**src/hw/fetch_consts.svh**
```systemverilog
`ifndef FETCH_CONSTS_SVH
`define FETCH_CONSTS_SVH

// first bundle fetched after reset
`define FETCH_RESET_PC 32'hbfc0_0000

// predictor table size, power of two
`define FETCH_BPB_ENTRIES 16

`endif

```
**src/hw/fetch_pkg.sv**
```systemverilog
`default_nettype none

package fetch_pkg;

    typedef logic [31:0] word_t;

    typedef struct packed {
        logic  taken;
        word_t target;
    } bpb_result_t;

    // one decode slot
    typedef struct packed {
        word_t       instr;
        word_t       pcplus4;
        logic        en;
        logic        exception_instr;
        bpb_result_t pred;
    } fetch_slot_t;

    typedef enum logic [2:0] {
        s_idle,
        s_req,
        s_wait,
        s_hold,
        s_drain
    } fetch_state_t;

endpackage

`default_nettype wire

```
**src/hw/ibus_if.sv**
```systemverilog
`timescale 1ns/1ps
`default_nettype none

interface ibus_if;

    logic             req;
    fetch_pkg::word_t addr;
    logic             data_ok;
    logic [63:0]      data;
    logic             index;

    modport controller (output req, output addr, input data_ok);

    // req lets the fetch side tell a live reply from a drained one
    modport fetch (input req, input data_ok, input data, input index);

    modport top (input req, input addr, output data_ok, output data, output index);

endinterface

`default_nettype wire

```
**src/hw/pc_gen.sv**
```systemverilog
`timescale 1ns/1ps
`default_nettype none

`include "fetch_consts.svh"

module pc_gen (
    input  logic                   clk,
    input  logic                   reset,
    input  logic                   stall,
    input  logic                   flush,
    input  fetch_pkg::word_t       flush_pc,
    input  fetch_pkg::bpb_result_t pred_sel,
    output fetch_pkg::word_t       pc,
    output fetch_pkg::word_t       pcplus4,
    output fetch_pkg::word_t       pcplus8
);

    fetch_pkg::word_t pc_reg;
    fetch_pkg::word_t next_pc;

    always_comb
    begin
        if (flush)
            next_pc = flush_pc;
        else if (pred_sel.taken)
            next_pc = pred_sel.target;
        else if (pc_reg[2])
            next_pc = pc_reg + 32'd4;
        else
            next_pc = pc_reg + 32'd8;
    end

    // new bundle pc is visible in the load cycle itself
    assign pc      = stall ? pc_reg : next_pc;
    assign pcplus4 = pc + 32'd4;
    assign pcplus8 = pc + 32'd8;

    always_ff @(posedge clk)
    begin
        if (reset)
            // one bundle back, so the first load lands on the reset pc
            pc_reg <= `FETCH_RESET_PC - 32'd8;
        else if (~stall)
            pc_reg <= next_pc;
    end

endmodule

`default_nettype wire

```
**src/hw/fetch_ctrl.sv**
```systemverilog
`timescale 1ns/1ps
`default_nettype none

module fetch_ctrl (
    input  logic             clk,
    input  logic             reset,
    input  logic             flush,
    input  logic             decode_ready,
    input  logic             finish_instr,
    input  fetch_pkg::word_t pc,
    ibus_if.controller       bus,
    output logic             stall,
    output logic             fetch_valid
);

    fetch_pkg::fetch_state_t state;
    fetch_pkg::fetch_state_t state_next;

    // no request goes out for a pc that is being flushed
    assign bus.req  = (state == fetch_pkg::s_req) & ~flush;
    assign bus.addr = pc;

    assign fetch_valid = (state != fetch_pkg::s_drain) & finish_instr;

    always_comb
    begin
        state_next = state;
        stall      = 1'b1;
        case (state)
            fetch_pkg::s_idle:
            begin
                stall      = 1'b0;
                state_next = fetch_pkg::s_req;
            end
            fetch_pkg::s_req:
            begin
                stall = ~flush;
                if (~flush)
                    state_next = fetch_pkg::s_wait;
            end
            fetch_pkg::s_wait:
            begin
                if (flush)
                begin
                    stall      = 1'b0;
                    // reply still outstanding unless it is here now
                    state_next = bus.data_ok ? fetch_pkg::s_req : fetch_pkg::s_drain;
                end
                else if (bus.data_ok)
                begin
                    stall      = ~decode_ready;
                    state_next = decode_ready ? fetch_pkg::s_req : fetch_pkg::s_hold;
                end
            end
            fetch_pkg::s_hold:
            begin
                stall = ~(flush | decode_ready);
                if (flush | decode_ready)
                    state_next = fetch_pkg::s_req;
            end
            fetch_pkg::s_drain:
            begin
                // a second flush only moves the pc
                stall = ~flush;
                if (bus.data_ok)
                    state_next = fetch_pkg::s_req;
            end
            default:
                state_next = fetch_pkg::s_idle;
        endcase
    end

    always_ff @(posedge clk)
    begin
        if (reset)
            state <= fetch_pkg::s_idle;
        else
            state <= state_next;
    end

endmodule

`default_nettype wire

```
**src/hw/branch_predict_buf.sv**
```systemverilog
`timescale 1ns/1ps
`default_nettype none

`include "fetch_consts.svh"

module branch_predict_buf (
    input  logic                         clk,
    input  logic                         reset,
    input  fetch_pkg::word_t             lookup_pc,
    output fetch_pkg::bpb_result_t [1:0] result,
    input  logic                         resolve_valid,
    input  logic                         resolve_taken,
    input  fetch_pkg::word_t             resolve_pc,
    input  fetch_pkg::word_t             resolve_target
);

    localparam int IDX_W = $clog2(`FETCH_BPB_ENTRIES);
    localparam int TAG_W = 30 - IDX_W;

    logic [`FETCH_BPB_ENTRIES-1:0] valid;
    logic [`FETCH_BPB_ENTRIES-1:0] taken;
    logic [TAG_W-1:0]              tag_mem    [`FETCH_BPB_ENTRIES];
    fetch_pkg::word_t              target_mem [`FETCH_BPB_ENTRIES];

    logic [IDX_W-1:0]              wr_idx;
    fetch_pkg::word_t [1:0]        rd_pc;
    logic [1:0][IDX_W-1:0]         rd_idx;
    logic [1:0]                    hit;

    assign wr_idx = resolve_pc[IDX_W+1:2];

    // slot 1 is the bundle pc, slot 0 the word after it
    assign rd_pc[1] = lookup_pc;
    assign rd_pc[0] = lookup_pc + 32'd4;

    always_ff @(posedge clk)
    begin
        if (reset)
        begin
            valid <= '0;
            taken <= '0;
        end
        else if (resolve_valid)
        begin
            valid[wr_idx] <= 1'b1;
            taken[wr_idx] <= resolve_taken;
        end
    end

    always_ff @(posedge clk)
    begin
        if (resolve_valid)
        begin
            tag_mem[wr_idx]    <= resolve_pc[31:IDX_W+2];
            target_mem[wr_idx] <= resolve_target;
        end
    end

    always_comb
    begin
        for (int k = 0; k < 2; k++)
        begin
            rd_idx[k]        = rd_pc[k][IDX_W+1:2];
            hit[k]           = valid[rd_idx[k]] && (tag_mem[rd_idx[k]] == rd_pc[k][31:IDX_W+2]);
            result[k].taken  = hit[k] & taken[rd_idx[k]];
            result[k].target = hit[k] ? target_mem[rd_idx[k]] : '0;
        end
    end

endmodule

`default_nettype wire

```
**src/hw/instr_fetch.sv**
```systemverilog
`timescale 1ns/1ps
`default_nettype none

module instr_fetch (
    input  logic                         clk,
    input  logic                         reset,
    input  logic                         stall,
    input  logic                         flush,
    input  fetch_pkg::word_t             pc_pcf,
    input  fetch_pkg::word_t             pcplus4_pcf,
    input  fetch_pkg::word_t             pcplus8_pcf,
    ibus_if.fetch                        bus,
    output fetch_pkg::fetch_slot_t [1:0] fetch_data,
    output logic                         finish_instr,
    input  fetch_pkg::bpb_result_t [1:0] destpc_predict_in,
    output fetch_pkg::bpb_result_t       destpc_predict_sel
);

    logic                         live;
    logic                         reply_ok;
    logic                         finish_his;
    logic                         ien_his;
    logic [1:0]                   ien;
    logic [1:0]                   hit;
    logic [63:0]                  data_his;
    logic [63:0]                  data;
    logic                         exception_instr;
    fetch_pkg::word_t             pc;
    fetch_pkg::word_t             pcplus4;
    fetch_pkg::word_t             pcplus8;
    fetch_pkg::bpb_result_t [1:0] pred;
    fetch_pkg::bpb_result_t       last_predict;
    fetch_pkg::bpb_result_t       next_predict;

    // a reply counts only if its request was issued after the last load
    assign reply_ok = bus.data_ok & live;

    always_ff @(posedge clk)
    begin
        if (reset)
        begin
            live         <= 1'b0;
            finish_his   <= 1'b0;
            ien_his      <= 1'b1;
            pred         <= '0;
            last_predict <= '0;
        end
        else
        begin
            if (bus.req)
                live <= 1'b1;
            if (reply_ok)
            begin
                finish_his <= 1'b1;
                ien_his    <= ~bus.index;
            end
            if (~stall)
            begin
                live       <= 1'b0;
                finish_his <= 1'b0;
                pred       <= destpc_predict_in;
            end
            if (flush)
                last_predict <= '0;
            else if (~stall)
                last_predict <= next_predict;
        end
    end

    always_ff @(posedge clk)
    begin
        if (reply_ok)
            data_his <= bus.data;
        if (~stall)
        begin
            pc      <= pc_pcf;
            pcplus4 <= pcplus4_pcf;
            pcplus8 <= pcplus8_pcf;
        end
    end

    // bypass the reply in its own cycle
    assign data         = reply_ok ? bus.data : data_his;
    assign ien          = {1'b1, reply_ok ? ~bus.index : ien_his};
    assign finish_instr = finish_his | reply_ok;

    // only the delay slot survives a carried prediction
    assign hit = {ien[1], ien[0] & ~last_predict.taken};

    assign exception_instr = (pc[1:0] != 2'b00);

    assign fetch_data[1].instr           = ien[0] ? data[31:0] : data[63:32];
    assign fetch_data[0].instr           = ien[0] ? data[63:32] : '0;
    assign fetch_data[1].pcplus4         = pcplus4;
    assign fetch_data[0].pcplus4         = pcplus8;
    assign fetch_data[1].en              = hit[1];
    assign fetch_data[0].en              = hit[0];
    assign fetch_data[1].exception_instr = exception_instr;
    assign fetch_data[0].exception_instr = exception_instr;
    assign fetch_data[1].pred            = pred[1];
    assign fetch_data[0].pred            = hit[0] ? pred[0] : '0;

    always_comb
    begin
        if (last_predict.taken)
            destpc_predict_sel = last_predict;
        else if (pred[1].taken & ien[0])
            destpc_predict_sel = pred[1];
        else
            destpc_predict_sel = '0;
    end

    // branch in the last slot, its delay slot comes with the next bundle
    always_comb
    begin
        if (last_predict.taken)
            next_predict = '0;
        else if (ien[0])
            next_predict = pred[1].taken ? '0 : pred[0];
        else
            next_predict = pred[1];
    end

endmodule

`default_nettype wire

```
**src/hw/fetch_top.sv**
```systemverilog
`timescale 1ns/1ps
`default_nettype none

module fetch_top (
    input  logic                   clk,
    input  logic                   reset,
    input  logic                   flush,
    input  fetch_pkg::word_t       flush_pc,
    output logic                   ibus_req,
    output fetch_pkg::word_t       ibus_addr,
    input  logic                   ibus_data_ok,
    input  logic [63:0]            ibus_data,
    input  logic                   ibus_index,
    input  logic                   decode_ready,
    output logic                   fetch_valid,
    output logic [1:0]             slot_en,
    output fetch_pkg::word_t [1:0] slot_instr,
    output fetch_pkg::word_t [1:0] slot_pcplus4,
    output logic [1:0]             slot_pred_taken,
    output logic [1:0]             slot_exception,
    input  logic                   resolve_valid,
    input  fetch_pkg::word_t       resolve_pc,
    input  logic                   resolve_taken,
    input  fetch_pkg::word_t       resolve_target
);

    fetch_pkg::word_t             pc;
    fetch_pkg::word_t             pcplus4;
    fetch_pkg::word_t             pcplus8;
    logic                         stall;
    logic                         finish_instr;
    fetch_pkg::bpb_result_t       pred_sel;
    fetch_pkg::bpb_result_t [1:0] bpb_result;
    fetch_pkg::fetch_slot_t [1:0] fetch_data;

    ibus_if ibus ();

    assign ibus_req     = ibus.req;
    assign ibus_addr    = ibus.addr;
    assign ibus.data_ok = ibus_data_ok;
    assign ibus.data    = ibus_data;
    assign ibus.index   = ibus_index;

    pc_gen u_pc_gen (
        .clk      (clk),
        .reset    (reset),
        .stall    (stall),
        .flush    (flush),
        .flush_pc (flush_pc),
        .pred_sel (pred_sel),
        .pc       (pc),
        .pcplus4  (pcplus4),
        .pcplus8  (pcplus8)
    );

    fetch_ctrl u_fetch_ctrl (
        .clk          (clk),
        .reset        (reset),
        .flush        (flush),
        .decode_ready (decode_ready),
        .finish_instr (finish_instr),
        .pc           (pc),
        .bus          (ibus.controller),
        .stall        (stall),
        .fetch_valid  (fetch_valid)
    );

    branch_predict_buf u_branch_predict_buf (
        .clk            (clk),
        .reset          (reset),
        .lookup_pc      (pc),
        .result         (bpb_result),
        .resolve_valid  (resolve_valid),
        .resolve_taken  (resolve_taken),
        .resolve_pc     (resolve_pc),
        .resolve_target (resolve_target)
    );

    instr_fetch u_instr_fetch (
        .clk                (clk),
        .reset              (reset),
        .stall              (stall),
        .flush              (flush),
        .pc_pcf             (pc),
        .pcplus4_pcf        (pcplus4),
        .pcplus8_pcf        (pcplus8),
        .bus                (ibus.fetch),
        .fetch_data         (fetch_data),
        .finish_instr       (finish_instr),
        .destpc_predict_in  (bpb_result),
        .destpc_predict_sel (pred_sel)
    );

    // slot structs out as plain ports
    always_comb
    begin
        for (int k = 0; k < 2; k++)
        begin
            slot_en[k]         = fetch_data[k].en;
            slot_instr[k]      = fetch_data[k].instr;
            slot_pcplus4[k]    = fetch_data[k].pcplus4;
            slot_pred_taken[k] = fetch_data[k].pred.taken;
            slot_exception[k]  = fetch_data[k].exception_instr;
        end
    end

endmodule

`default_nettype wire

```
**config.mk**
```make
export PLATFORM = sky130hd
export DESIGN_NAME = fetch_top
export DESIGN_NICKNAME = d
export VERILOG_FILES = /design/src/hw/fetch_pkg.sv /design/src/hw/ibus_if.sv /design/src/hw/pc_gen.sv /design/src/hw/fetch_ctrl.sv /design/src/hw/branch_predict_buf.sv /design/src/hw/instr_fetch.sv /design/src/hw/fetch_top.sv
export VERILOG_INCLUDE_DIRS = /design/src /design/src/hw
export SDC_FILE = /design/constraint.sdc
export NUM_CORES = 2
export LEC_CHECK = 0
export ABC_CLOCK_PERIOD_IN_PS = 11610
export CORE_MARGIN = 4
export CORE_UTILIZATION = 64
export CTS_CLUSTER_DIAMETER = 100
export DETAILED_ROUTE_END_ITERATION = 8
export DONT_BUFFER_PORTS = 1
export GPL_ROUTABILITY_DRIVEN = 0
export GPL_TIMING_DRIVEN = 0
export MAX_ROUTING_LAYER = met4
export PLACE_DENSITY = 0.8
export SYNTH_ARGS = -nofsm -noshare
export SYNTH_HDL_FRONTEND = slang
export SYNTH_HIERARCHICAL = 1
export SYNTH_SLANG_ARGS = --single-unit
export TNS_END_PERCENT = 1
```
**constraint.sdc**
```tcl
create_clock -name clk -period 11.61 [get_ports clk]
set_input_delay 2.322 -clock clk [delete_from_list [all_inputs] [get_ports clk]]
set_output_delay 2.322 -clock clk [all_outputs]
set_load 0.01 [all_outputs]
```
---- Yosys cells after proc, flatten, opt, wreduce, memory -nomap -nowiden ----
Memory sizes are Yosys's and may differ from the RTL's.
Cells that the tools add are included.
storage, ports and cells
  memories ................................ 2
  word-level logic and storage cells ...... 103
  RAM bits ................................ 928
  input bits .............................. 168
  output and inout port bits .............. 168
  flip-flop bits (word level) ............. 299
memory list
  memory                           words  width  rd ports  clocked after memory_dff  write ports  RTL line                  text
  u_branch_predict_buf.target_mem  16     32     2         0                         1            branch_predict_buf.sv:23  fetch_pkg::word_t target_mem [`FETCH_BPB_ENTRIES];
  u_branch_predict_buf.tag_mem     16     26     2         0                         1            branch_predict_buf.sv:22  logic [TAG_W-1:0] tag_mem [`FETCH_BPB_ENTRIES];
cells by class
  $add $sub $neg .......................... 4
  reduce and logical (&&, ||, !) cells .... 9
  equality and inequality tests ........... 11
  $lt $le $gt $ge ......................... 4
  muxes and demuxes ....................... 40
  bitwise gates (word level) .............. 16
operators by type and width
  cell                                                                           count
  32-bit two-way mux                                                             8
  33-bit two-way mux                                                             6
  32-bit by 3-bit adder with 32-bit output (second input constant)               2
  32-bit by 4-bit adder with 32-bit output (second input constant)               2
  64-bit two-way mux                                                             1
  26-bit equality test                                                           2
  3-bit two-way mux                                                              6
  1-bit binary-select mux with 4-bit select                                      4
  16-bit bitwise mux                                                             1
  16-bit OR                                                                      1
  4-bit by 5-bit less-than comparator with 1-bit output (second input constant)  3
  3-bit one-hot mux with 5 select lines                                          1
  1-bit two-way mux                                                              10
  1-bit AND                                                                      7
  3-bit by 2-bit equality test with 1-bit output (second input constant)         2
  3-bit != test (second input constant)                                          2
  1-bit inverter                                                                 6
  2-bit OR reduction                                                             3
  1-bit demux with 4-bit select                                                  1
  4-bit by 1-bit >= comparator with 1-bit output (second input constant)         1
  2-bit != test (second input constant)                                          2
  1-bit one-hot mux with 4 select lines                                          1
  4-bit AND reduction                                                            1
  3-bit by 1-bit equality test with 1-bit output (second input constant)         1
  other kinds (7)                                                                10

---- Longest topological paths before layout ----
  word-level depth ........................ 13
  depth in mapped cells ................... 30
  mapped depth without buffers ............ 19

---- Modules after synthesis ----
Netlist, hierarchy kept.
by module, submodules not included
  module              cells an instance  seq. area each (µm²)  times used  area an instance (µm²)
  branch_predict_buf  2156               28507.3               1           45682.6
  instr_fetch         953                5305.1                1           10321.1
  pc_gen              559                640.6                 1           3953.8
  fetch_ctrl          66                 60.1                  1           503.0

---- Worst setup path after synthesis ----
Ideal clock, no wire load.
  path kind ............................... input to register
  from .................................... input resolve_pc[4]
  to ...................................... register u_branch_predict_buf.taken[0]
  stages on the path ...................... 4
  path buffers ............................ 1
  setup slack ............................. 2.630 ns
  arrival ................................. 8.852 ns
  setup time .............................. 0.128 ns
  data required time ...................... 11.482 ns
  cells stage by stage .................... clkbuf_1 > nor4_1 > mux2i_1 > nor2_1
on the way
  longest elaborated chain between the ends .. 5
  elaborated cells on any way between the ends .. 6
  those cells by class .................... order compare: 2; mux: 3; reduce/logical: 1
RTL lines
  item                                                                                                                                                  RTL line                  text
  start: declaration                                                                                                                                    fetch_top.sv:22           input fetch_pkg::word_t resolve_pc,
  4-bit by 5-bit less-than comparator with 1-bit output (implied by the code) / 4-bit by 1-bit >= comparator with 1-bit output (equally long branches)  branch_predict_buf.sv:46  taken[wr_idx] <= resolve_taken;
  1-bit logical AND (implied by the code)                                                                                                               branch_predict_buf.sv:46
  1-bit two-way mux (implied by the code)                                                                                                               branch_predict_buf.sv:46
  1-bit demux with 4-bit select *                                                                                                                       -
  16-bit bitwise mux *                                                                                                                                  branch_predict_buf.sv:46
  end signal: indexed assignment                                                                                                                        branch_predict_buf.sv:46
  end: declaration                                                                                                                                      branch_predict_buf.sv:21  logic [`FETCH_BPB_ENTRIES-1:0] taken;
Every way passes the cells marked *; elsewhere a longest branch is shown, timed or not.
A chain may end at the register's enable or synchronous reset.

==> results_dict.tcl <==
set metrics [dict create \
    status "complete, no violations" \
    place_area_um2 63100 \
    design_area_um2 67100 \
    finalSetupViolCount 0 \
    final_max_slew_viol_count 0 \
    wl_met2_um 86100 \
    p_seq_share_pct 42.2 \
    rr_startpoint "u_instr_fetch/ien_his" \
    routed_wl_um 191000 \
    whs_endpoint "u_instr_fetch/last_predict[23]" \
    postRouteAntennaNets 0 \
    cts_sinks 1227 \
    final_core_util_pct 72.0 \
    clk_pin_slew_ns 0.06 \
    worstHoldStart "u_instr_fetch/last_predict[23]" \
    hold_path_class "flop to flop" \
    rows 112 \
    numPortBuffers 0 \
    cts_made_buffers 121 \
    r2r.worst_path.cells 27 \
    top_register "u_branch_predict_buf/target_mem" \
    clk_path_buf_depth 3 \
    antenna_found_initial 18 \
    m1WireLength_um 62300 \
    cts_resized 0 \
    synth.net_count 3841 \
    fill_cells 5553 \
    wl_per_cell_um 36.1 \
    drc_errors 0 \
    hold-worst-slack_ns 0.470 \
    fin_setup_tns_ns 0 \
    internal_power_mw 8.50 \
    crit_fanout 10 \
    cap_violations 0 \
    drtPass1Iterations 8 \
    arrival_ns 10.89 \
    reg2reg_slack_ns 2.46 \
    track_usage_pct 39.7 \
    p_leak_nw 22.1 \
    fin_nets 4078 \
    h-tree-depth 3 \
    coreArea_um2 93200 \
    grt_pass1_vias 38900 \
    rsz0062_at_grt "false" \
    total_power_mw 12.1 \
    drive_gt1_share_pct 28.9 \
    grt_pass1_wl_um 273000 \
    area_growth_pct 11.7 \
    vias 39800 \
    skew_ns 0.0309 \
    drt_iter0_markers 6774 \
    die_area_um2 98700 \
    pre_cts_ws_ns 1.26 \
    dieWidth_um 314 \
    period_share_pct 88.3 \
    critPathKind "primary input to flop" \
    top_level_ports 336 \
    synth_area_um2 60000 \
    end_kind "flop" \
    syn_area_per_cell_um2 16.4 \
    post_cts_buffers 0 \
    power.switching_mw 3.58 \
    cp-start-kind "primary input" \
    cts_tree "built" \
    grt.overflow.total 0 \
    die_h_um 314 \
    yosys_warnings 6 \
    grt_max_degree 49 \
    ir_worst_vdd_uv 128 \
    avgViaCountPerCell 7.55 \
    cts_root_buffer "clkbuf_16" \
    wl_met3_um 31300 \
    comb_power_share_pct 25.5 \
    clock_latency_ns 0.71 \
    holdPathStages 2 \
    cts_hold_buffers 0 \
    clock_power_share_pct 32.3 \
    largestRegisters "u_branch_predict_buf/target_mem x512, u_branch_predict_buf/tag_mem x416, u_instr_fetch/data_his x64" \
    reg2reg_to "u_instr_fetch/pred[0]" \
    synthCells 3668 \
    hpwl_um 132000 \
    cellPowerDensity_nw_per_um2 180 \
    min_period_ns 10.26 \
    top_layer_used "met4" \
    cp.required_ns 12.24 \
    worst_slew_pin_slew_ns 1.50 \
    largest_reg_flops 512 \
    finalWorstSetupSlack_ns 1.35 \
    start_util_pct 64.4 \
    p_sw_share_pct 29.6 \
    hold_viol 0 \
    relSlewSlack_pct 0.306 \
    instances_no_fill 5276 \
    fmax_mhz 97.5 \
    place_inst 5036 \
]
final cells by class:
class / count / area, µm² / area share [%]
repair buffers: 114 / 1410 / 2.10
flip-flops and latches: 1227 / 34500 / 51.5
diodes: 14 / 35.0 / 0.0522
inverters: 33 / 124 / 0.185
clock inverters: 72 / 688 / 1.03
clock buffers: 154 / 3220 / 4.81
multi-input cells: 2087 / 23800 / 35.4
plain buffers: 321 / 1740 / 2.60
well taps: 1254 / 1570 / 2.34
power groups by stage:
| stage | combinational (mW) | sequential (mW) | clock (mW) |
|---|---|---|---|
| detailed placement | 2.94 | 5.17 | 0 |
| finish | 3.08 | 5.09 | 3.90 |
| global placement | 2.87 | 5.18 | 0 |
| global route | 3.15 | 5.10 | 4.13 |
| floorplan | 2.01 | 5.14 | 0 |
| CTS | 2.98 | 5.09 | 3.92 |
worst max path at each step:
stage	start	end	slack [ns]	depth (start not counted)
5_1_grt	ibus_data_ok	u_instr_fetch/pred[0]	1.08	26
3_3_place_gp	resolve_pc[4]	u_branch_predict_buf/taken[1]	-5.82	4
6_report	ibus_data_ok	u_instr_fetch/pred[0]	1.35	26
3_5_place_dp	ibus_data_ok	u_instr_fetch/pred[0]	1.26	26
2_1_floorplan	resolve_pc[4]	u_branch_predict_buf/taken[0]	2.63	4
4_1_cts	ibus_data_ok	u_instr_fetch/pred[0]	1.85	26
layer usage:
metal,vias to the layer above,track usage [%]
met5,-,-
met4,0,18.3
met3,754,13.2
li1,15300,-
met1,19700,50.8
met2,4094,58.2
cell usage in the layout (no fill, tap or decap), drive strengths merged, types with 40 or more instances in the layout:
master  count
buf       316
nor2b     123
xor2       42
dfxtp     233
edfxtp    994
nand3      51
xnor2      80
mux4      569
mux2       67
a21oi      58
nand4      69
a211oi     42
nand2     176
nor2      164
and2       40
clkbuf    273
mux2i     176
clkinv     53
worst max-delay path: stages:
cell	delay [ns]
a21bo_2	0.21
nand2_1	0.13
buf_2	0.25
a21o_1	0.27
buf_2	0.25
buf_2	0.28
buf_2	0.27
buf_1	0.38
nor2_1	0.09
a211oi_1	0.22
nor3_1	0.08
a21oi_1	0.67
inv_1	0.32
ha_1	0.34
xor2_2	1.03
buf_4	0.47
buf_4	0.34
mux4_2	0.37
mux2i_1	0.33
xor2_1	0.13
nor4_1	0.54
o22a_1	0.24
nand4_2	0.31
nor4b_1	0.73
mux2i_1	0.15
nor2_1	0.11
(Power assumes the default switching activity.)
